### config.mk
export PLATFORM = sky130hd
export DESIGN_NAME = soc_gpio
export DESIGN_NICKNAME = d
export VERILOG_FILES = /design/src/soc_pkg.sv /design/src/soc_gpio.sv
export SDC_FILE = /design/constraint.sdc
export NUM_CORES = 1
export LEC_CHECK = 0
export BUFFER_PORTS_ARGS = -buffer_cell sky130_fd_sc_hd__buf_2
export CAP_MARGIN = 25
export CORE_MARGIN = 8
export CORE_UTILIZATION = 45
export CTS_CLUSTER_SIZE = 10
export DETAILED_ROUTE_END_ITERATION = 6
export PLACE_DENSITY = 0.84
export SLEW_MARGIN = 0
export SYNTH_ARGS = -nofsm -noshare
export SYNTH_HDL_FRONTEND = slang
export SYNTH_SLANG_ARGS = --single-unit
### constraint.sdc
create_clock -name clk -period 2.4 [get_ports clk]
set_clock_uncertainty 0.05 [all_clocks]
set_input_delay 0.48 -clock clk [delete_from_list [all_inputs] [get_ports clk]]
set_output_delay 0.48 -clock clk [all_outputs]
set_load 0.01 [all_outputs]
### src/soc_pkg.sv
/*
  shared bus types and address map of the load/store subsystem
  - Wishbone classic, 32-bit data, byte addresses, 4 byte lanes
  - bits 31:16 of every mapped address must be zero
  - bit 15 splits memory from peripherals, bit 6 splits GPIO from UART
*/
`default_nettype none

package soc_pkg;

    //////////////////////////////
    // Wishbone bus
    //////////////////////////////

    // request, driven by the manager
    typedef struct packed {
        logic        cyc;
        logic        stb;
        logic        we;
        logic [31:0] adr;  // byte address
        logic [3:0]  sel;  // byte lanes
        logic [31:0] dat;  // write data
    } wb_req_t;

    // response, driven by a target
    typedef struct packed {
        logic        ack;
        logic        err;
        logic [31:0] dat;  // read data
    } wb_rsp_t;

    //////////////////////////////
    // address decoding
    //////////////////////////////

    // memory view of an address
    typedef struct packed {
        logic [15:0] upper;   // must be zero
        logic        region;
        logic [12:0] widx;    // word index
        logic [1:0]  boff;    // byte offset
    } soc_mem_adr_t;

    // peripheral view of the same address
    typedef struct packed {
        logic [15:0] upper;   // must be zero
        logic        region;
        logic [7:0]  spare;
        logic        psel;    // bit 6
        logic [3:0]  idx;     // register index
        logic [1:0]  boff;
    } soc_per_adr_t;

    typedef union packed {
        soc_mem_adr_t mem;
        soc_per_adr_t per;
    } soc_adr_t;

    // region bit and peripheral select values
    localparam logic REGION_MEM = 1'b0;
    localparam logic REGION_PER = 1'b1;
    localparam logic PSEL_GPIO  = 1'b0;
    localparam logic PSEL_UART  = 1'b1;

    // GPIO register indices
    localparam logic [3:0] REG_GPIO_OUT = 4'd0;
    localparam logic [3:0] REG_GPIO_ENA = 4'd1;
    localparam logic [3:0] REG_GPIO_IN  = 4'd2;

    // UART register indices
    localparam logic [3:0] REG_UART_DAT = 4'd0;
    localparam logic [3:0] REG_UART_STS = 4'd1;

endpackage: soc_pkg

`default_nettype wire
### src/soc_gpio.sv
/*
  GPIO controller with output, enable and input registers
  - GPIO_W must be 32 or less, reads are zero-extended
  - byte lanes are ignored, every write is a full register write
  - the input register is read-only, writes to it are acked and dropped
*/
`default_nettype none

module soc_gpio #(
    parameter int unsigned GPIO_W = 16
)(
    input  logic              clk,
    input  logic              rst_n,
    input  soc_pkg::wb_req_t  req,
    output soc_pkg::wb_rsp_t  rsp,
    // pins
    output logic [GPIO_W-1:0] gpio_o,
    output logic [GPIO_W-1:0] gpio_e,
    input  logic [GPIO_W-1:0] gpio_i
);

    import soc_pkg::*;

    soc_adr_t          adr;
    logic              access;
    logic              ack_q;
    logic [31:0]       rdat_q;
    logic [GPIO_W-1:0] in_meta_q;
    logic [GPIO_W-1:0] in_sync_q;

    assign adr    = req.adr;
    assign access = req.cyc & req.stb & ~ack_q;

    // two-flop input synchronizer
    always_ff @(posedge clk or negedge rst_n) begin
        if (!rst_n) begin
            in_meta_q <= '0;
            in_sync_q <= '0;
        end else begin
            in_meta_q <= gpio_i;
            in_sync_q <= in_meta_q;
        end
    end

    // ack and register writes
    always_ff @(posedge clk or negedge rst_n) begin
        if (!rst_n) begin
            ack_q  <= 1'b0;
            gpio_o <= '0;
            gpio_e <= '0;
        end else begin
            ack_q <= access;
            if (access && req.we) begin
                case (adr.per.idx)
                    REG_GPIO_OUT: gpio_o <= req.dat[GPIO_W-1:0];
                    REG_GPIO_ENA: gpio_e <= req.dat[GPIO_W-1:0];
                    default:      ;
                endcase
            end
        end
    end

    // read data, registered with ack
    always_ff @(posedge clk) begin
        if (access && !req.we) begin
            case (adr.per.idx)
                REG_GPIO_OUT: rdat_q <= 32'(gpio_o);
                REG_GPIO_ENA: rdat_q <= 32'(gpio_e);
                REG_GPIO_IN:  rdat_q <= 32'(in_sync_q);
                default:      rdat_q <= '0;
            endcase
        end
    end

    assign rsp = '{ack: ack_q, err: 1'b0, dat: rdat_q};

endmodule: soc_gpio

`default_nettype wire

==> results.sh <==
export IMPL_die_y_um=97.2
export IMPL_finalWirelength_um=6490
export IMPL_synth_xor_area_share=0
export IMPL_pwr_share_comb=0.103
export IMPL_clockBufferDepth=2
export IMPL_p_leak_nw=1.95
export IMPL_yosys_warnings=0
export IMPL_detail_route_antenna_nets=0
export IMPL_drive_above_1_share=0.488
export IMPL_sw_frac_of_total=0.238
export IMPL_drc_errors=0
export IMPL_port_buffers=89
export IMPL_grt_pass1_vias=2001
export IMPL_yosys_cell_count_top_type="dfrtp_1"
export IMPL_avgViaCountPerCell=4.96
export IMPL_clockPowerShare=0.336
export IMPL_dp_hpwl_um=4720
export IMPL_finish_net_count=367
export IMPL_start_util=0.467
export IMPL_path_max_fanout=16
export IMPL_ys_flop_type="dfrtp_1"
export IMPL_num_rows=29
export IMPL_cts_tree="yes"
export IMPL_hold_viol_final=0
export IMPL_grt_setup_unrepaired="false"
export IMPL_fin_crit_ns=1.73
export IMPL_io_pins=155
export IMPL_ctsResizeCount=0
export IMPL_startpoint_type="input pin"
export IMPL_synth_edf_count=16
export IMPL_synth_compound_area_frac=0.0540
export IMPL_routabilityCongestion=0.769
export IMPL_yosys_area_top_type_share=0.549
export IMPL_yosys_cell_types_count=17
export IMPL_grt_first_pass_wirelength_um=10500
export IMPL_power_switching_mw=0.661
export IMPL_setup_viol=0
export IMPL_synth_common_cells="dfrtp_1, mux2_2, buf_4"
export IMPL_synthesis_area_mm2=0.00296
export IMPL_yosysTopAreaCell="dfrtp_1"
export IMPL_drtIter0Drc=86
export IMPL_synth_cells=178
export IMPL_p_seq_frac=0.561
export IMPL_grt_use_total=0.142
export IMPL_crit_required_ns=2.56
export IMPL_internal_power_mw=2.12
export IMPL_htreeDepth=3
export IMPL_cts_post_setup_buffers_inserted=0
export IMPL_status="completed"
export IMPL_wl_per_cell_um=18.0
export IMPL_synth_mux_area_fraction=0.122
export IMPL_dieArea_mm2=0.00944
export IMPL_synthSimpleGateAreaFrac=0.0295
export IMPL_cts_buffers=9
export IMPL_hold_path_class="in2async"
export IMPL_drv_cap=0
export IMPL_die_w_um=97.2
export IMPL_cts_root_buffer="clkbuf_8"
export IMPL_tns_ns=0
export IMPL_fmax_mhz=577
export IMPL_finalPower_mw=2.78
export IMPL_area_growth_pct=23.6
export IMPL_cts_hold_buf=0
export IMPL_cp_slowest_cell="nor4b_4"
export IMPL_n_antenna_cell=0
export IMPL_async_flop_share=0.802
export IMPL_drtPass1Iterations=6
export IMPL_fin_crit_sh=0.723
export IMPL_path_clk_slew_ns=0.07
export IMPL_clk_latency_ns=0.34
export IMPL_synth_top_family_by_area="multiplexers"
export IMPL_powerDensity_mw_per_mm2=759
export IMPL_grt_max_degree=38
export IMPL_slowest_delay_ns=0.89
export IMPL_vias=1786
export IMPL_peakVddDrop_mv=0.457
export IMPL_grt_ovfl_total=0
export IMPL_crit_chain="buf_2, nor4b_4, a222oi_1, inv_1"
export IMPL_yosysSeqAreaShare=0.711
export IMPL_drv_slew=0
export IMPL_critPathKind="in2reg"
export IMPL_synthAdderAreaFrac=0
export IMPL_relSlewSlack=0.323
export IMPL_arrival_ns=1.89
export IMPL_worst_pin_slew_ns=1.01
export IMPL_synth_avg_cell_area_um2=16.7
export IMPL_endpoint_kind="register"
export IMPL_ys_ff_latch=81
export IMPL_antenna_found_initial=0
export IMPL_coreArea_mm2=0.00635
export IMPL_synthTopCellsByArea="dfrtp_1, edfxtp_1, mux2_2, a222oi_1, buf_4"
export IMPL_cts_sinks=81
## worst paths after layout
path,startpoint,endpoint,slack [ns],depth (start not counted)
worst min register to register,in_meta_q[5]$_DFF_PN0_,in_sync_q[5]$_DFF_PN0_,0.30,0
max in group asynchronous,rst_n,in_meta_q[15]$_DFF_PN0_,1.56,2
worst max register to register,ack_q$_DFF_PN0_,gpio_e[8]$_DFFE_PN0P_,0.88,4
worst min-delay path,rst_n,gpio_o[1]$_DFFE_PN0P_,0.11,1
min in group clk,gpio_i[11],in_meta_q[11]$_DFF_PN0_,0.19,1
worst max-delay path,req[38],rdat_q[9]$_DFFE_PP_,0.67,4
## metrics by stage
stage          hold WS [ns]  instances  setup slack, ns   util  area, um^2
2_1_floorplan         0.134        194            0.517      -        3020
3_3_place_gp          0.282        344            0.315  0.547        3470
3_5_place_dp          0.285        344            0.330  0.547        3470
4_1_cts               0.131        360            0.657  0.577        3660
5_1_grt               0.159        360            0.619  0.577        3660
6_report              0.114        360            0.666  0.577        3660
## placed cells by master (no fill, tap or decap), types with 8 or more instances in the layout
cell       n
a222oi_1  16
buf_2     89
buf_4      8
clkbuf_8  13
conb_1    17
dfrtp_1   65
edfxtp_1  16
inv_1     16
mux2_1    11
mux2_2    21
## sequential cells by signal, summed over array words and instances (netlist names)
name / cells
ack_q: 1
rdat_q: 16
gpio_o: 16
gpio_e: 16
in_meta_q: 16
in_sync_q: 16
## layout make-up
cell class / instances / area (um^2)
inverters: 16 / 60.1
fillers: 526 / 2690
flip-flops and latches: 81 / 2110
multi-input cells: 72 / 683
clock buffers: 14 / 183
repair buffers: 98 / 526
well taps: 77 / 96.3
clock inverters: 2 / 10.0
## layer usage
metal | global-route usage | share of wire | vias up
met3 | 0.0349 | 0.056 | 15
li1 | - | - | 808
met5 | 0 | 0 | -
met1 | 0.161 | 0.40 | 889
met2 | 0.234 | 0.52 | 74
met4 | 0.0947 | 0.030 | 0
## cell families after synthesis
kind of cell	count (synthesis)
AOI/OAI and AO/OA	16
buffers and inverters	41
DFF	81
muxes	32
other	1
and+or+nand+nor	7
## power by group through the flow
stage          clock network [mW]  registers [mW]  logic [mW]
2_1_floorplan                   0            1.61       0.110
3_3_place_gp                    0            1.58       0.284
3_5_place_dp                    0            1.59       0.292
4_1_cts                     0.963            1.56       0.293
5_1_grt                      1.03            1.57       0.315
6_report                    0.935            1.56       0.286
## critical path, delay by kind of cell
family / cells / cell delay [ns]
and+or+nand+nor: 1 / 0.89
AOI/OAI and AO/OA: 1 / 0.27
buffers and inverters: 2 / 0.25
Note: power is estimated with default switching activity, not from simulation.
