$ cat src/soc_pkg.sv
/*
  shared bus types and address map of the load/store subsystem
  - Wishbone classic, 32-bit data, byte addresses, 4 byte lanes
  - bits 31:16 of every mapped address must be zero
  - bit 15 splits memory from peripherals, bit 6 splits GPIO from UART
*/
`default_nettype none

package soc_pkg;

    //////////////////////////////
    // Wishbone bus
    //////////////////////////////

    // request, driven by the manager
    typedef struct packed {
        logic        cyc;
        logic        stb;
        logic        we;
        logic [31:0] adr;  // byte address
        logic [3:0]  sel;  // byte lanes
        logic [31:0] dat;  // write data
    } wb_req_t;

    // response, driven by a target
    typedef struct packed {
        logic        ack;
        logic        err;
        logic [31:0] dat;  // read data
    } wb_rsp_t;

    //////////////////////////////
    // address decoding
    //////////////////////////////

    // memory view of an address
    typedef struct packed {
        logic [15:0] upper;   // must be zero
        logic        region;
        logic [12:0] widx;    // word index
        logic [1:0]  boff;    // byte offset
    } soc_mem_adr_t;

    // peripheral view of the same address
    typedef struct packed {
        logic [15:0] upper;   // must be zero
        logic        region;
        logic [7:0]  spare;
        logic        psel;    // bit 6
        logic [3:0]  idx;     // register index
        logic [1:0]  boff;
    } soc_per_adr_t;

    typedef union packed {
        soc_mem_adr_t mem;
        soc_per_adr_t per;
    } soc_adr_t;

    // region bit and peripheral select values
    localparam logic REGION_MEM = 1'b0;
    localparam logic REGION_PER = 1'b1;
    localparam logic PSEL_GPIO  = 1'b0;
    localparam logic PSEL_UART  = 1'b1;

    // GPIO register indices
    localparam logic [3:0] REG_GPIO_OUT = 4'd0;
    localparam logic [3:0] REG_GPIO_ENA = 4'd1;
    localparam logic [3:0] REG_GPIO_IN  = 4'd2;

    // UART register indices
    localparam logic [3:0] REG_UART_DAT = 4'd0;
    localparam logic [3:0] REG_UART_STS = 4'd1;

endpackage: soc_pkg

`default_nettype wire
$ cat src/soc_bus_ctrl.sv
/*
  address decoder and response merge for one Wishbone manager
  - only one target is selected at a time, so acks are simply ORed
  - unmapped addresses get a registered err one clock after stb
  - the manager must hold the request until ack or err
*/
`default_nettype none

module soc_bus_ctrl (
    input  logic             clk,
    input  logic             rst_n,
    // manager side
    input  soc_pkg::wb_req_t req,
    output soc_pkg::wb_rsp_t rsp,
    // target side
    output soc_pkg::wb_req_t mem_req,
    input  soc_pkg::wb_rsp_t mem_rsp,
    output soc_pkg::wb_req_t gpio_req,
    input  soc_pkg::wb_rsp_t gpio_rsp,
    output soc_pkg::wb_req_t uart_req,
    input  soc_pkg::wb_rsp_t uart_rsp
);

    import soc_pkg::*;

    //////////////////////////////
    // decoding
    //////////////////////////////

    soc_adr_t adr;
    logic     upper_ok;
    logic     sel_mem;
    logic     sel_gpio;
    logic     sel_uart;
    logic     sel_err;
    logic     err_q;

    assign adr = req.adr;

    // upper field is shared by both views
    assign upper_ok = (adr.mem.upper == '0);

    // memory view
    assign sel_mem  = upper_ok && (adr.mem.region == REGION_MEM);

    // peripheral view, register index checked per peripheral
    assign sel_gpio = upper_ok && (adr.per.region == REGION_PER)
                    && (adr.per.psel == PSEL_GPIO) && (adr.per.idx <= REG_GPIO_IN);
    assign sel_uart = upper_ok && (adr.per.region == REGION_PER)
                    && (adr.per.psel == PSEL_UART) && (adr.per.idx <= REG_UART_STS);

    // nothing matched
    assign sel_err  = !(sel_mem || sel_gpio || sel_uart);

    //////////////////////////////
    // request forwarding
    //////////////////////////////

    // each target sees stb only when addressed
    always_comb begin
        mem_req      = req;
        mem_req.stb  = req.stb & sel_mem;
        gpio_req     = req;
        gpio_req.stb = req.stb & sel_gpio;
        uart_req     = req;
        uart_req.stb = req.stb & sel_uart;
    end

    // error pulse, one per held stb
    always_ff @(posedge clk or negedge rst_n) begin
        if (!rst_n) begin
            err_q <= 1'b0;
        end else begin
            err_q <= req.cyc & req.stb & sel_err & ~err_q;
        end
    end

    //////////////////////////////
    // response merge
    //////////////////////////////

    always_comb begin
        rsp.ack = mem_rsp.ack | gpio_rsp.ack | uart_rsp.ack;
        rsp.err = err_q | mem_rsp.err | gpio_rsp.err | uart_rsp.err;
        // request is still held at ack time, so the select is valid
        if (sel_mem) begin
            rsp.dat = mem_rsp.dat;
        end else if (sel_gpio) begin
            rsp.dat = gpio_rsp.dat;
        end else if (sel_uart) begin
            rsp.dat = uart_rsp.dat;
        end else begin
            rsp.dat = '0;
        end
    end

    // targets and the error path never answer together
    a_ack_err_excl: assert property (@(posedge clk) disable iff (!rst_n)
        !(rsp.ack && rsp.err));

    // any answer belongs to a pending request
    a_rsp_pending: assert property (@(posedge clk) disable iff (!rst_n)
        (rsp.ack || rsp.err) |-> (req.cyc && req.stb));

endmodule: soc_bus_ctrl

`default_nettype wire

$ cat config.mk
export PLATFORM = sky130hd
export DESIGN_NAME = soc_bus_ctrl
export DESIGN_NICKNAME = d
export VERILOG_FILES = /design/src/soc_pkg.sv /design/src/soc_bus_ctrl.sv
export SDC_FILE = /design/constraint.sdc
export NUM_CORES = 1
export LEC_CHECK = 0
export CAP_MARGIN = 40
export CORE_AREA = 2 2 164 166
export CTS_BUF_LIST = sky130_fd_sc_hd__clkbuf_4
export CTS_CLUSTER_DIAMETER = 80
export DETAILED_ROUTE_END_ITERATION = 10
export DIE_AREA = 0 0 166 168
export DONT_BUFFER_PORTS = 1
export PLACE_DENSITY = 0.3
export SYNTH_ARGS = -nofsm -noshare
export SYNTH_HDL_FRONTEND = slang
export SYNTH_SLANG_ARGS = --single-unit
$ cat constraint.sdc
create_clock -name clk -period 1.4 [get_ports clk]
set_input_delay 0.07 -clock clk [delete_from_list [all_inputs] [get_ports clk]]
set_output_delay 0.07 -clock clk [all_outputs]
set_load 0.005 [all_outputs]
==> reports/summary.txt, run 1 <==
================================================================================
Outcome                                                             finished clean
Via count of the first global-routing pass                                  1462
Detailed-router iteration count before antenna repair                          4
Minimum setup slack among reg-to-reg paths                               0.77 ns
Placed wire-length estimate after detailed placement                     9290 µm
Met2 routed WL                                                           5850 µm
Launch instance of the worst register-to-register path                     err_q
Mean area per synthesized cell                                          7.18 µm²
Sequential Area                                                         25.0 µm²
Area Growth Syn to Fin                                                    -31.8%
Worst R2R End                                                              err_q
Final Instance Count excl. Fillers                                           495
Drt via density                                                             3.04
Share of cells above drive strength 1                                      0.327
Commonest non-fill, non-tap cell in the layout                      sky130_fd_sc_hd__nor2_1
Power per standard cell area                                          112 nW/µm²
Count of different cell masters after synthesis                               17
Fill cell total of the finished layout                                      3131
Number of buffers inserted by port buffering                                   0
ANT nets after route                                                           0
Max-capacitance violation count                                                0
Starting utilization of the core area                                     0.0946
WP data arrival                                                          1.26 ns
Hold Violations, Final                                                         0
Total nets after synthesis                                                   522
Min-delay src                                                            req[27]
Max VDD drop                                                            0.133 mV
Antenna violations before repair                                               2
Number of instances in the synthesized netlist                               347
Area used by multi-input combinational logic                             871 µm²
Final Critical Period                                                    1.33 ns
Top-level port count                                                         422
Worst min path class                                                   in -> out
Setup slack at placement                                               -0.153 ns
Net load switching power                                                 89.6 µW
Area of the core                                                       26400 µm²
Proportion of synthesized chip area in sequential cells                   0.0100
RSZ-0062 raised after global routing                                        true
Worst reg2reg path depth                                                       2
Post-placement cell area                                                1520 µm²
Initial DRC count                                                             56
P_leak                                                               0.000404 µW
Crit. End Element                                                   primary output
Sequential power share                                                     0.167
Total vias in the final route                                               1506
Proportion of power drawn by combinational gates                           0.833
Headroom to the max-slew limit                                             0.710
Placed Instances                                                             488
Leftover overflow at the end of global routing                                 0
Clock Latency Late Sink                                                     0 ns
Top fanout value on the critical path                                          9
Final standard cell utilization of the core                               0.0645
Cell internal pwr                                                         100 µW
Remaining DRCs                                                                 0
Terminating pin of the worst hold path                              gpio_req[27]
Endpoints failing setup                                                        0
Routability Congestion                                                     0.627
Pin count of the biggest net entering global routing                          72
Top Registers                                                       err_q: 1 flops
Startpoint type of the worst setup path                                input pin
Highest metal used                                                          met5
Cell row count                                                                60
Maximum clock frequency                                                  753 MHz
Met3 routed WL                                                           1320 µm
Warnings from Yosys                                                            0
Fraction of post-synthesis cell area in the top cell type by area          0.633
Commonest non-fill, non-tap cells in the layout                     sky130_fd_sc_hd__nor2_1 (33), sky130_fd_sc_hd__a32oi_1 (29), sky130_fd_sc_hd__a211oi_1 (25)
Final Max Slew Viols                                                           0
Flip-flop count of the largest register after layout                           1
DIE WIDTH                                                                 166 µm
Most flops, register                                                       err_q
Period Utilization, post-route                                             0.948
Global-route usage over all layers                                        0.0694
Biggest area consumer among synthesized cells                       sky130_fd_sc_hd__buf_4
Metal-1 WL                                                               3420 µm
Largest cells by area after synthesis                               sky130_fd_sc_hd__buf_4 (63%), sky130_fd_sc_hd__a32oi_1 (11%), sky130_fd_sc_hd__a211oi_1 (9.9%)
Overall die height                                                        168 µm
Final Skew                                                                  0 ns
Post-detailed-route wirelength per cell                                  22.5 µm
Total negative slack                                                        0 ns
Global-route wire length before repair                                  13400 µm
Finished Cell Area                                                      1700 µm²
Netlist area before placement                                           2490 µm²
Kind of critical path                                                  in -> out
Number of nets in the finished design                                        330
Switching portion of total power                                           0.473
Min setup slack post-route                                             0.0724 ns
Total die area                                                         27900 µm²
DRT Wirelength                                                          11100 µm
Clk pwr share                                                                  0
Number of stages on the worst hold path                                        0
Number of storage elements in the synthesis netlist                            1
Data required time at the worst endpoint                                 1.33 ns
Actual transition at the worst max-transition pin                       0.435 ns
================================================================================
power by group through the flow:
stage | registers (µW) | logic (µW) | clock network (µW)
3_5_place_dp | 31.7 | 137 | 0
3_3_place_gp | 31.8 | 135 | 0
4_1_cts | 31.6 | 144 | 0
6_report | 31.7 | 158 | 0.0000956
5_1_grt | 31.7 | 173 | 0.0000955
2_1_floorplan | 31.5 | 594 | 0
cells in the mapped netlist, drive strengths merged:
cell and count:
buf 219, a211oi 33, nor2 33, a32oi 32, clkbuf 10, nand2 4
nor4 4, nor3 3, inv 2, nor4b 2, dfrtp 1, nand4 1
o21a 1, or3 1, or4 1
per-layer routing:
metal / up-vias / track usage
li1: 611 / -
met3: 44 / 0.0190
met5: - / 0
met2: 226 / 0.138
met1: 623 / 0.0684
met4: 2 / 0.0234
worst max path at each step:
| stage | from | to | cells past startpoint |
|---|---|---|---|
| floorplan | req[62] | rsp[23] | 4 |
| global placement | req[61] | rsp[1] | 6 |
| detailed placement | req[61] | rsp[1] | 6 |
| CTS | req[41] | rsp[4] | 5 |
| global route | req[42] | rsp[26] | 6 |
| finish | req[42] | rsp[31] | 6 |
worst max-delay path, stage by stage:
cell and delay (ns):
sky130_fd_sc_hd__nor4b_4 0.26, sky130_fd_sc_hd__buf_6 0.17, sky130_fd_sc_hd__buf_12 0.16, sky130_fd_sc_hd__a32oi_1 0.20, sky130_fd_sc_hd__a211oi_2 0.26, sky130_fd_sc_hd__buf_4 0.14
cells by family after synthesis:
logic type      count (synthesis)  synth area share
compound gates                 66             0.215
buf+inv                       231             0.676
flops                           1            0.0100
simple gates                   49            0.0989
layout make-up:
type	instances	share of cell area
inverters	2	0.00442
multi-input cells	115	0.512
repair buffers	35	0.216
diodes	1	0.00147
flip-flops and latches	1	0.0147
well taps	341	0.251
repair_timing:
| action | in CTS | in global routing |
|---|---|---|
| setup endpoints to repair | 5 | 18 |
| gates resized for setup | 4 | 16 |
| endpoints found under the hold margin | 1 | 0 |
| cloned | 0 | 1 |
| hold buffers | 1 | 0 |
| buffers inserted | 2 | 2 |
| pin swaps | 1 | 5 |
through the flow:
step	hold slack, ns	power [µW]
6_report	0.140	190
5_1_grt	0.140	205
4_1_cts	0.140	176
3_5_place_dp	-0.226	169
3_3_place_gp	-0.226	167
2_1_floorplan	-0.226	626
Note: power is estimated with default switching activity, not from simulation.
==> run 2: changes to the inputs <==
==> constraint.sdc (replaced) <==
create_clock -name clk -period 1.61 [get_ports clk]
set_input_delay 0.0805 -clock clk [delete_from_list [all_inputs] [get_ports clk]]
set_output_delay 0.0805 -clock clk [all_outputs]
set_load 0.005 [all_outputs]
==> reports/summary.txt, run 2 (synthesis gave the netlist of run 1 again) <==
======================================================================================
RSZ-0062 raised after global routing                                             false
Initial DRC count                                                                   77
DIE WIDTH                                                                       166 µm
Starting utilization of the core area                                           0.0946
Hold Violations, Final                                                               0
Routability Congestion                                                           0.628
Final Critical Period                                                          1.54 ns
Library cell contributing the largest single delay on the critical path   sky130_fd_sc_hd__nor4_1
Crit. End Element                                                         primary output
Kind of critical path                                                        in -> out
Total negative slack                                                              0 ns
Sum of internal, switching and leakage power                                    138 µW
Via count of the first global-routing pass                                        1414
Final Max Slew Viols                                                                 0
Minimum setup slack among reg-to-reg paths                                     0.97 ns
Total die area                                                               27900 µm²
Most flops, register                                                             err_q
Number of nets in the finished design                                              321
Cell internal pwr                                                              69.2 µW
Area Growth Syn to Fin                                                          -40.7%
Setup slack at placement                                                     0.0472 ns
Maximum clock frequency                                                        649 MHz
Startpoint type of the worst setup path                                      input pin
Clock Latency Late Sink                                                           0 ns
Drt via density                                                                   3.01
Largest incremental delay on the critical path                                 0.37 ns
Max-capacitance violation count                                                      0
WP data arrival                                                                1.46 ns
Period Utilization, post-route                                                   0.957
Post-detailed-route wirelength per cell                                        22.3 µm
Worst min path class                                                         in -> out
Net load switching power                                                       68.6 µW
Sequence of cells on the critical path                                    nor4_1, nand4_1, buf_12, a211oi_1, buf_4
Max VDD drop                                                                  0.119 mV
Proportion of power drawn by combinational gates                                 0.800
Pin count of the biggest net entering global routing                                72
WHS                                                                           0.161 ns
Flip-flop count of the largest register after layout                                 1
Post-cts repair resize count                                                         0
Share of cells above drive strength 1                                            0.194
Detailed-router iteration count before antenna repair                                5
Global-route usage over all layers                                              0.0694
Min setup slack post-route                                                   0.0700 ns
Number of buffers inserted by port buffering                                         0
Outcome                                                                   finished clean
Clk pwr share                                                                        0
Commonest non-fill, non-tap cells in the layout                           sky130_fd_sc_hd__nor2_1 (33), sky130_fd_sc_hd__a211oi_1 (33), sky130_fd_sc_hd__a32oi_1 (32)
Remaining DRCs                                                                       0
Switching portion of total power                                                 0.498
Power per standard cell area                                               93.2 nW/µm²
Headroom to the max-slew limit                                                   0.738
Post-CTS setup buffers                                                               0
Top Registers                                                             err_q: 1 flops
Area of the core                                                             26400 µm²
Endpoints failing setup                                                              0
Total vias in the final route                                                     1461
DRT Wirelength                                                                10800 µm
Leftover overflow at the end of global routing                                       0
CTS Hold Bufs                                                                        1
Top fanout value on the critical path                                               36
Sequential power share                                                           0.200
Actual transition at the worst max-transition pin                             0.390 ns
ANT nets after route                                                                 0
Final Skew                                                                        0 ns
Antenna violations before repair                                                     0
Overall die height                                                              168 µm
Top-level port count                                                               422
Data required time at the worst endpoint                                       1.53 ns
Cell row count                                                                      60
P_leak                                                                     0.000322 µW
Placed wire-length estimate after detailed placement                           9090 µm
Global-route wire length before repair                                        13300 µm
Antenna fix cells                                                                    0
======================================================================================
-- run 2: changes by cell type in the layout (fill, tap and decap cells not counted), moves of 2 or more --
cell	change
sky130_fd_sc_hd__nor4_1	+2
sky130_fd_sc_hd__a211oi_2	-8
sky130_fd_sc_hd__buf_12	-2
sky130_fd_sc_hd__a211oi_1	+8
sky130_fd_sc_hd__a32oi_2	-2
sky130_fd_sc_hd__buf_6	-4
sky130_fd_sc_hd__a32oi_1	+3
sky130_fd_sc_hd__nor4_2	-2
-- run 2: final timing paths --
check,from,cells after the start,to
hold reg to reg,err_q,2,err_q
setup / recovery,req[61],5,rsp[1]
max in group asynchronous,rst_n,1,err_q
setup reg to reg,err_q,2,err_q
min in group asynchronous,rst_n,1,err_q
hold / removal,req[27],0,gpio_req[27]
-- run 2: routing by layer --
layer | GRT usage | vias up | wire length, µm
li1 | - | 592 | -
met1 | 0.0701 | 616 | 3560
met2 | 0.142 | 215 | 5810
met3 | 0.0143 | 38 | 1100
met4 | 0.0193 | 0 | 329
met5 | 0 | - | 0
-- run 2: power groups by stage --
stage,registers (µW),logic [µW],clock network (µW)
global placement,27.6,111,0
finish,27.6,110,0
global route,27.8,121,0
floorplan,27.4,517,0
CTS,27.5,113,0
detailed placement,27.5,112,0
-- run 2: layout make-up --
class,instances,area [µm²]
Fill cell,3122,24900
Tap cell,341,427
Multi-Input combinational cell,115,785
Inverter,2,7.51
Timing Repair Buffer,26,235
Sequential cell,1,25.0
-- run 2: per-stage QoR --
stage | utilization | cell area (µm²) | instances
2_1_floorplan | - | 2490 | 347
3_3_place_gp | 0.0557 | 1470 | 484
3_5_place_dp | 0.0557 | 1470 | 484
4_1_cts | 0.0561 | 1480 | 485
5_1_grt | 0.0561 | 1480 | 485
6_report | 0.0561 | 1480 | 485
-- run 2: worst max-delay path: cells and delay by family --
kind                   cells  cell delay (ns)
buffers and inverters      2             0.43
AO/OA/AOI/OAI              1             0.35
AND/OR/NAND/NOR            2             0.59
