===== src/soc_pkg.sv =====
/*
  shared bus types and address map of the load/store subsystem
  - Wishbone classic, 32-bit data, byte addresses, 4 byte lanes
  - bits 31:16 of every mapped address must be zero
  - bit 15 splits memory from peripherals, bit 6 splits GPIO from UART
*/
`default_nettype none

package soc_pkg;

    //////////////////////////////
    // Wishbone bus
    //////////////////////////////

    // request, driven by the manager
    typedef struct packed {
        logic        cyc;
        logic        stb;
        logic        we;
        logic [31:0] adr;  // byte address
        logic [3:0]  sel;  // byte lanes
        logic [31:0] dat;  // write data
    } wb_req_t;

    // response, driven by a target
    typedef struct packed {
        logic        ack;
        logic        err;
        logic [31:0] dat;  // read data
    } wb_rsp_t;

    //////////////////////////////
    // address decoding
    //////////////////////////////

    // memory view of an address
    typedef struct packed {
        logic [15:0] upper;   // must be zero
        logic        region;
        logic [12:0] widx;    // word index
        logic [1:0]  boff;    // byte offset
    } soc_mem_adr_t;

    // peripheral view of the same address
    typedef struct packed {
        logic [15:0] upper;   // must be zero
        logic        region;
        logic [7:0]  spare;
        logic        psel;    // bit 6
        logic [3:0]  idx;     // register index
        logic [1:0]  boff;
    } soc_per_adr_t;

    typedef union packed {
        soc_mem_adr_t mem;
        soc_per_adr_t per;
    } soc_adr_t;

    // region bit and peripheral select values
    localparam logic REGION_MEM = 1'b0;
    localparam logic REGION_PER = 1'b1;
    localparam logic PSEL_GPIO  = 1'b0;
    localparam logic PSEL_UART  = 1'b1;

    // GPIO register indices
    localparam logic [3:0] REG_GPIO_OUT = 4'd0;
    localparam logic [3:0] REG_GPIO_ENA = 4'd1;
    localparam logic [3:0] REG_GPIO_IN  = 4'd2;

    // UART register indices
    localparam logic [3:0] REG_UART_DAT = 4'd0;
    localparam logic [3:0] REG_UART_STS = 4'd1;

endpackage: soc_pkg

`default_nettype wire

===== src/soc_uart_tx.sv =====
/*
  UART transmitter, 8N1, BAUD_DIV clocks per bit (at least 1)
  - data write while idle is acked at once, start bit follows the ack cycle
  - data write while busy stalls ack until the frame ends
  - status bit 0 is busy, data register reads return zero
*/
`default_nettype none

module soc_uart_tx #(
    parameter int unsigned BAUD_DIV = 8
)(
    input  logic             clk,
    input  logic             rst_n,
    input  soc_pkg::wb_req_t req,
    output soc_pkg::wb_rsp_t rsp,
    output logic             uart_txd
);

    import soc_pkg::*;

    localparam int unsigned CNT_W = (BAUD_DIV > 1) ? $clog2(BAUD_DIV) : 1;

    soc_adr_t   adr;
    logic       access;
    logic       wr_dat;
    logic       stall;
    logic       load;
    logic       ack_q;
    logic [31:0] rdat_q;
    // frame state
    logic       busy_q;
    logic       run_q;
    logic [9:0] shift_q;
    logic [CNT_W-1:0] baud_cnt;
    logic [3:0] bit_cnt;

    assign adr    = req.adr;
    assign access = req.cyc & req.stb & ~ack_q;
    assign wr_dat = req.we && (adr.per.idx == REG_UART_DAT);

    // back-pressure while a frame is pending or on the line
    assign stall = access & wr_dat & busy_q;
    assign load  = access & wr_dat & ~busy_q;

    //////////////////////////////
    // bus side
    //////////////////////////////

    always_ff @(posedge clk or negedge rst_n) begin
        if (!rst_n) begin
            ack_q <= 1'b0;
        end else begin
            ack_q <= access & ~stall;
        end
    end

    always_ff @(posedge clk) begin
        if (access && !req.we) begin
            rdat_q <= (adr.per.idx == REG_UART_STS) ? {31'b0, busy_q} : '0;
        end
    end

    assign rsp = '{ack: ack_q, err: 1'b0, dat: rdat_q};

    //////////////////////////////
    // line side
    //////////////////////////////

    always_ff @(posedge clk or negedge rst_n) begin
        if (!rst_n) begin
            busy_q   <= 1'b0;
            run_q    <= 1'b0;
            shift_q  <= '1;
            baud_cnt <= '0;
            bit_cnt  <= '0;
            uart_txd <= 1'b1;
        end else if (load) begin
            // stop, data LSB first, start
            shift_q <= {1'b1, req.dat[7:0], 1'b0};
            busy_q  <= 1'b1;
        end else if (busy_q && !run_q) begin
            // cycle after ack, start bit goes out
            run_q    <= 1'b1;
            uart_txd <= shift_q[0];
            shift_q  <= {1'b1, shift_q[9:1]};
            baud_cnt <= '0;
            bit_cnt  <= '0;
        end else if (run_q) begin
            if (baud_cnt == CNT_W'(BAUD_DIV - 1)) begin
                baud_cnt <= '0;
                if (bit_cnt == 4'd9) begin
                    // stop bit done, line stays high
                    run_q  <= 1'b0;
                    busy_q <= 1'b0;
                end else begin
                    bit_cnt  <= bit_cnt + 4'd1;
                    uart_txd <= shift_q[0];
                    shift_q  <= {1'b1, shift_q[9:1]};
                end
            end else begin
                baud_cnt <= baud_cnt + CNT_W'(1);
            end
        end
    end

    // manager keeps a stalled write unchanged until it is acked
    a_stall_stable: assert property (@(posedge clk) disable iff (!rst_n)
        (req.cyc && req.stb && stall) |=> (req.cyc && req.stb && $stable(req)));

endmodule: soc_uart_tx

`default_nettype wire


===== config.mk =====
export PLATFORM = sky130hd
export DESIGN_NAME = soc_uart_tx
export DESIGN_NICKNAME = d
export VERILOG_FILES = /design/src/soc_pkg.sv /design/src/soc_uart_tx.sv
export SDC_FILE = /design/constraint.sdc
export NUM_CORES = 1
export LEC_CHECK = 0
export BUFFER_PORTS_ARGS = -buffer_cell sky130_fd_sc_hd__buf_2
export CAP_MARGIN = 20
export CELL_PAD_IN_SITES_DETAIL_PLACEMENT = 1
export CELL_PAD_IN_SITES_GLOBAL_PLACEMENT = 1
export CORE_AREA = 8 8 80 82
export CTS_CLUSTER_SIZE = 10
export DETAILED_ROUTE_END_ITERATION = 8
export DIE_AREA = 0 0 88 90
export PLACE_DENSITY_LB_ADDON = 0.1
export SLEW_MARGIN = 20
export SYNTH_ARGS = -nofsm -noshare
export SYNTH_HDL_FRONTEND = slang
export SYNTH_SLANG_ARGS = --single-unit

===== constraint.sdc =====
create_clock -name clk -period 2.3 [get_ports clk]
set_clock_uncertainty 0.15 [all_clocks]
set_input_delay 0 -clock clk [delete_from_list [all_inputs] [get_ports clk]]
set_output_delay 0 -clock clk [all_outputs]
set_load 0.02 [all_outputs]

==> flow_metrics.tcl, run 1 <==
set metrics [dict create \
    die-area_um2 7920 \
    drc 0 \
    wl_um 2959 \
    status "finished, final reports clean" \
    synth-compound-area-share_pct 10.83 \
    setup_viol 0 \
    netlist_area_um2 1340 \
    final_nets 249 \
    wl_met1_um 1255 \
    setup_tns_ns 0 \
    fp.dieH_um 90 \
    cts_htree_levels 1 \
    antenna_found_initial 0 \
    cp_slowest_stage_delay_ns 0.62 \
    yosys-top-cells-area "dfstp_2 (20%), dfrtp_1 (19%), buf_4 (18%)" \
    rsz0062_at_grt "no" \
    clk_latency_ns 0.26 \
    start_util_pct 25.59 \
    area_delta_synth_final_pct 18.11 \
    path_class "in2reg" \
    rows 27 \
    cts_buffers 3 \
    clockBufferDepth 2 \
    worst_ep_required_time_ns 2.35 \
    fp.dieW_um 88 \
    worstMarginPinSlew_ns 0.5065 \
    ios 108 \
    max_slew_margin_pct 66.23 \
    cts_root_buf "clkbuf_8" \
    grt_pass1_wl_um 4947 \
    dp_hpwl_um 2166 \
    ys_warn_count 0 \
    ys_types 34 \
    multiInputGateArea_um2 621.8 \
    cts_tree "done" \
    synthAdderAreaFrac_pct 3.735 \
    critPathLaunchType "input pin" \
    syn_inst 138 \
    r2r-start "ack_q" \
    dp_cells 223 \
    coreArea_um2 5236 \
    gp_congestion 0.6672 \
    p_leak_nw 0.7561 \
    layout.cells.non_filler 243 \
    endpoint "shift_q[0]" \
    r2r_setup_slack_ns 0.29 \
    maxSlewViolCount 0 \
    critPathLaunch "req[39]" \
    crit_arrival_ns 2.09 \
    synthXorXnorAreaFrac_pct 0 \
    critPathTopFamily "buffers and inverters" \
    drtAntennaViolNets 0 \
    grt-ovfl-total 0 \
    firstDrtPassIters 4 \
    grt_max_degree 22 \
    cp_num_buf_inv 3 \
    synth_top_cell_by_area "dfstp_2" \
    path_clk_slew_ns 0.08 \
    vias 969 \
    synth_top_family_by_area "buffers and inverters" \
    wl_met3_um 194 \
    ir_drop_mv 0.3239 \
    setup_ws_ns 0.2544 \
    drt-vias-per-instance 3.988 \
    critical_path_cell_count 6 \
    pre_cts_ws_ns 0.3245 \
    first_global_vias 1047 \
    wl_met2_um 1500 \
    synth_mux_area_share_pct 6.816 \
    hold_path.class "in2reg" \
    finalHoldViolations 0 \
    ctsResizeCount 0 \
    clock_sinks 21 \
    drv_cap 0 \
    ys_ff_latch 21 \
    insertedDiodeCount 0 \
    fillers 645 \
    r2r_cells 4 \
    synth.top_cell.area_share_pct 19.61 \
    endpoint_kind "register" \
    drt_iter0_markers 22 \
    yosysSeqAreaShare_pct 40.52 \
    worstPathMaxFanout 7 \
    highest_layer "met4" \
    cp_common_cell "dlygate4sd3_1" \
    synth.avg_cell_area_um2 9.710 \
    grt_use_total_pct 7.631 \
    timing.fmax_mhz 488.9 \
    post-route-util_pct 30.23 \
    holdWs_ns 0.02909 \
    final.min_clock_period_ns 2.046 \
    slowest_stage "dlygate4sd3_1" \
    wl_per_cell_um 12.18 \
    drive_above_1_share_pct 23.39 \
    powerDensity_nw_per_um2 870.7 \
    area.sequential_um2 543.0 \
    synth_simple_gate_area_share_pct 16.06 \
    crit_chain "dlygate4sd3_1 -> buf_2 -> or3_4 -> nor4_4 -> dlygate4sd3_1 -> nor2_1" \
    period_share_pct 88.94 \
    r2r-end "shift_q[0]" \
    portBuffers 19 \
]
-- through the flow --
step                cell area (um^2)  power (W)
finish                          1583   0.001378
global route                    1583   0.001507
CTS                             1583   0.001410
detailed placement              1376   0.001133
global placement                1376   0.001114
floorplan                       1456   0.001054
-- state kept, by name, summed over array words and instances (netlist names) --
name      cells
baud_cnt      3
shift_q       9
busy_q        1
uart_txd      1
run_q         1
ack_q         1
bit_cnt       4
rdat_q        1
-- synthesized netlist by cell type --
master and n:
buf_4 33, nor2_1 15, dfrtp_1 10, dfstp_2 10
a21oi_1 9, mux2i_1 8, nand2_1 6, ha_1 4
o21ai_0 4, a31oi_1 3, clkbuf_1 3, inv_1 3
nand3_1 3, a32o_1 2, and3_1 2, buf_2 2
nand3b_1 2, nor2b_1 2, o31ai_1 2, a211o_1 1
a21o_1 1, a311o_1 1, buf_6 1, conb_1 1
edfxtp_1 1, mux2_2 1, nand2b_1 1, nand4_1 1
nor4_1 1, nor4_4 1, nor4b_1 1, or3_4 1
or4_4 1, or4b_2 1
-- worst min path at each step --
stage	from	to	slack, ns	cells after the start
3_3_place_gp	rst_n	bit_cnt[3]	-0.16	1
2_1_floorplan	rst_n	ack_q	-0.45	0
3_5_place_dp	rst_n	run_q	-0.16	1
6_report	req[40]	ack_q	0.03	4
5_1_grt	req[41]	ack_q	0.05	4
4_1_cts	req[40]	ack_q	0.02	4
-- worst min-delay path: cells and delay by family --
kind | cells | cell delay, ns
AOI/OAI and AO/OA | 1 | 0.14
buffers and inverters | 1 | 0.07
and+or+nand+nor | 2 | 0.18
-- layer usage --
metal,track usage [%],up-vias
met3,3.458,2
li1,-,478
met5,0,-
met2,12.87,28
met1,8.738,461
met4,0.8608,0
-- what timing repair did --
action / 4_1_cts / 5_1_grt
endpoints found under the hold margin: 32 / 0
setup buffers: 0 / 0
hold buffers: 16 / 0
-- power breakdown --
group          leakage, nW  switching, W  total (W)  internal (W)
Combinational        0.503      0.000259   0.000502      0.000243
Clock               0.0255      0.000124   0.000244      0.000121
Sequential           0.227     0.0000911   0.000632      0.000541
Total                0.756      0.000473    0.00138      0.000905
-- cell families (layout without fill, tap and decap cells) --
logic type	count (synthesis)	in the layout
other	1	32
buffers and inverters	42	44
DFF	21	21
and+or+nand+nor	38	38
AOI/OAI and AO/OA	23	23
adders and majority gates	4	4
muxes	9	9
-- layout by cell type (no fill, tap or decap), drive strengths merged --
master       Yosys  layout
clkinv           0       1
or4              1       1
mux2i            8       8
nand3b           2       2
clkbuf           3       3
nor2            15      15
edfxtp           1       1
nor4b            1       1
a211o            1       1
nand2            6       6
a21o             1       1
and3             2       2
inv              3       3
conb             1      32
o31ai            2       2
dfstp           10      10
dfrtp           10      10
a21oi            9       9
ha               4       4
a31oi            3       3
or3              1       1
buf             36      21
nor2b            2       2
nand2b           1       1
nor4             2       2
o21ai            4       4
a311o            1       1
dlygate4sd3      0      16
a32o             2       2
nand4            1       1
or4b             1       1
nand3            3       3
mux2             1       1
-- final cells by class --
cell class              instances  share of cell area (%)
clock inverters                 1                  0.3162
clock buffers                   3                   2.609
repair buffers                 37                   17.08
well taps                      72                   5.692
multi-input cells             106                   39.29
flip-flops and latches         21                   34.31
inverters                       3                  0.7115
(Power assumes the default switching activity.)
==> run 2: changes to the inputs <==
CORE_AREA = 10 10 82 84   (was 8 8 80 82)
DIE_AREA = 0 0 92 94   (was 0 0 88 90)
==> flow_metrics.tcl, run 2 (same netlist as run 1, synthesis figures left out) <==
set metrics [dict create \
    drt_iter0_markers 30 \
    cts_htree_levels 1 \
    final_common_cell "conb_1" \
    area_delta_synth_final_pct 16.34 \
    maxSlewViolCount 0 \
    crit_arrival_ns 2.03 \
    setup_viol 0 \
    die-area_um2 8648 \
    status "finished, final reports clean" \
    slowest_stage "or4_4" \
    first_global_vias 1111 \
    cts_tree "done" \
    clockBufferDepth 2 \
    vias 995 \
    clk_latency_ns 0.26 \
    ir_drop_mv 0.3762 \
    max_slew_margin_pct 65.39 \
    r2r_cells 4 \
    drive_above_1_share_pct 23.08 \
    cts_buffers 3 \
    ios 108 \
    clock_sinks 21 \
    p_leak_nw 0.7423 \
    cp_slowest_stage_delay_ns 0.70 \
    post-route-util_pct 30.72 \
    worst_ep_required_time_ns 2.35 \
    r2r-end "bit_cnt[1]" \
    holdPathEnd "ack_q" \
    final_nets 247 \
    whs_path_depth 4 \
    drtAntennaViolNets 0 \
    min_from "req[39]" \
    setup_tns_ns 0 \
    pre_cts_ws_ns 0.3199 \
    wl_per_cell_um 13.66 \
    portBuffers 19 \
    worstPathMaxFanout 21 \
    r2r-start "ack_q" \
    grt_use_total_pct 7.596 \
    endpoint_kind "register" \
    final.min_clock_period_ns 1.977 \
    setup_ws_ns 0.3231 \
    gp_congestion 0.6692 \
    drv_cap 0 \
    drt-vias-per-instance 4.163 \
    grt_pass1_wl_um 5388 \
    drc 0 \
    firstDrtPassIters 2 \
    dp_hpwl_um 2376 \
    rsz0062_at_grt "no" \
    critPathLaunchType "register" \
    grt_max_degree 22 \
    path_class "reg2reg" \
    grt-ovfl-total 0 \
    path_clk_slew_ns 0.08 \
    timing.fmax_mhz 505.8 \
    postCtsSetupBuffers 0 \
    fp.dieH_um 94 \
    finalHoldViolations 0 \
    fp.dieW_um 92 \
    worstMarginPinSlew_ns 0.5191 \
    period_share_pct 85.95 \
    hold_path.class "in2reg" \
    crit_chain "nand3b_1 -> or4_4 -> o21ai_0 -> a211o_1" \
    largest_reg_flops 9 \
    regMostFlops "shift_q" \
    r2r_setup_slack_ns 0.32 \
    start_util_pct 26.41 \
    rows 26 \
    powerDensity_nw_per_um2 895.4 \
    insertedDiodeCount 0 \
    wl_um 3265 \
    coreArea_um2 5075 \
    final_cell_mix "conb_1 (32), buf_2 (19), nor2_1 (15)" \
    reg_top3 "shift_q (9), bit_cnt (4), baud_cnt (3)" \
    antenna_found_initial 0 \
    cts_root_buf "clkbuf_8" \
]
-- run 2: layout make-up --
class / count / area (um^2)
fillers: 626 / 3516
multi-input cells: 106 / 621.8
flip-flops and latches: 21 / 543.0
repair buffers: 35 / 250.2
well taps: 70 / 87.58
clock buffers: 4 / 45.04
inverters: 3 / 11.26
-- run 2: timing repair --
| action | in CTS | in global routing |
|---|---|---|
| hold buffers | 14 | 0 |
| resized for setup | 0 | 0 |
| endpoints found under the hold margin | 31 | 0 |
-- run 2: worst max-delay path by stage --
stage	startpoint	end	slack, ns
6_report	ack_q	bit_cnt[1]	0.32
5_1_grt	ack_q	bit_cnt[1]	0.17
4_1_cts	ack_q	bit_cnt[1]	0.29
3_5_place_dp	ack_q	bit_cnt[1]	0.32
3_3_place_gp	ack_q	bit_cnt[1]	0.35
2_1_floorplan	ack_q	baud_cnt[1]	0.51
-- run 2: power breakdown --
part | internal (W) | leakage [nW] | switching, W
Clock | 0.000123 | 0.0228 | 0.000123
Sequential | 0.000541 | 0.227 | 0.0000949
Combinational | 0.000245 | 0.492 | 0.000269
Total | 0.000909 | 0.742 | 0.000487
-- run 2: critical path, delay by kind of cell, from the launching register on --
kind	cells	cell delay, ns
AOI/OAI and AO/OA	2	0.42
DFF	1	0.39
and+or+nand+nor	2	0.96
-- run 2: through the flow --
stage | area (um^2) | hold WS [ns] | std cells | power, W
floorplan | 1456 | -0.4456 | 169 | 0.001054
global placement | 1374 | -0.1615 | 221 | 0.001114
detailed placement | 1374 | -0.1619 | 221 | 0.001148
CTS | 1559 | 0.01325 | 239 | 0.001423
global route | 1559 | 0.03272 | 239 | 0.001523
finish | 1559 | 0.009667 | 239 | 0.001396
-- run 2: metal layers --
metal / track usage [%] / part of all wire [%] / vias to the layer above
met5: 0 / 0 / -
met4: 1.928 / 0.70 / 0
met3: 2.878 / 5.9 / 2
met2: 14.65 / 55 / 23
met1: 7.411 / 38 / 498
li1: - / - / 472
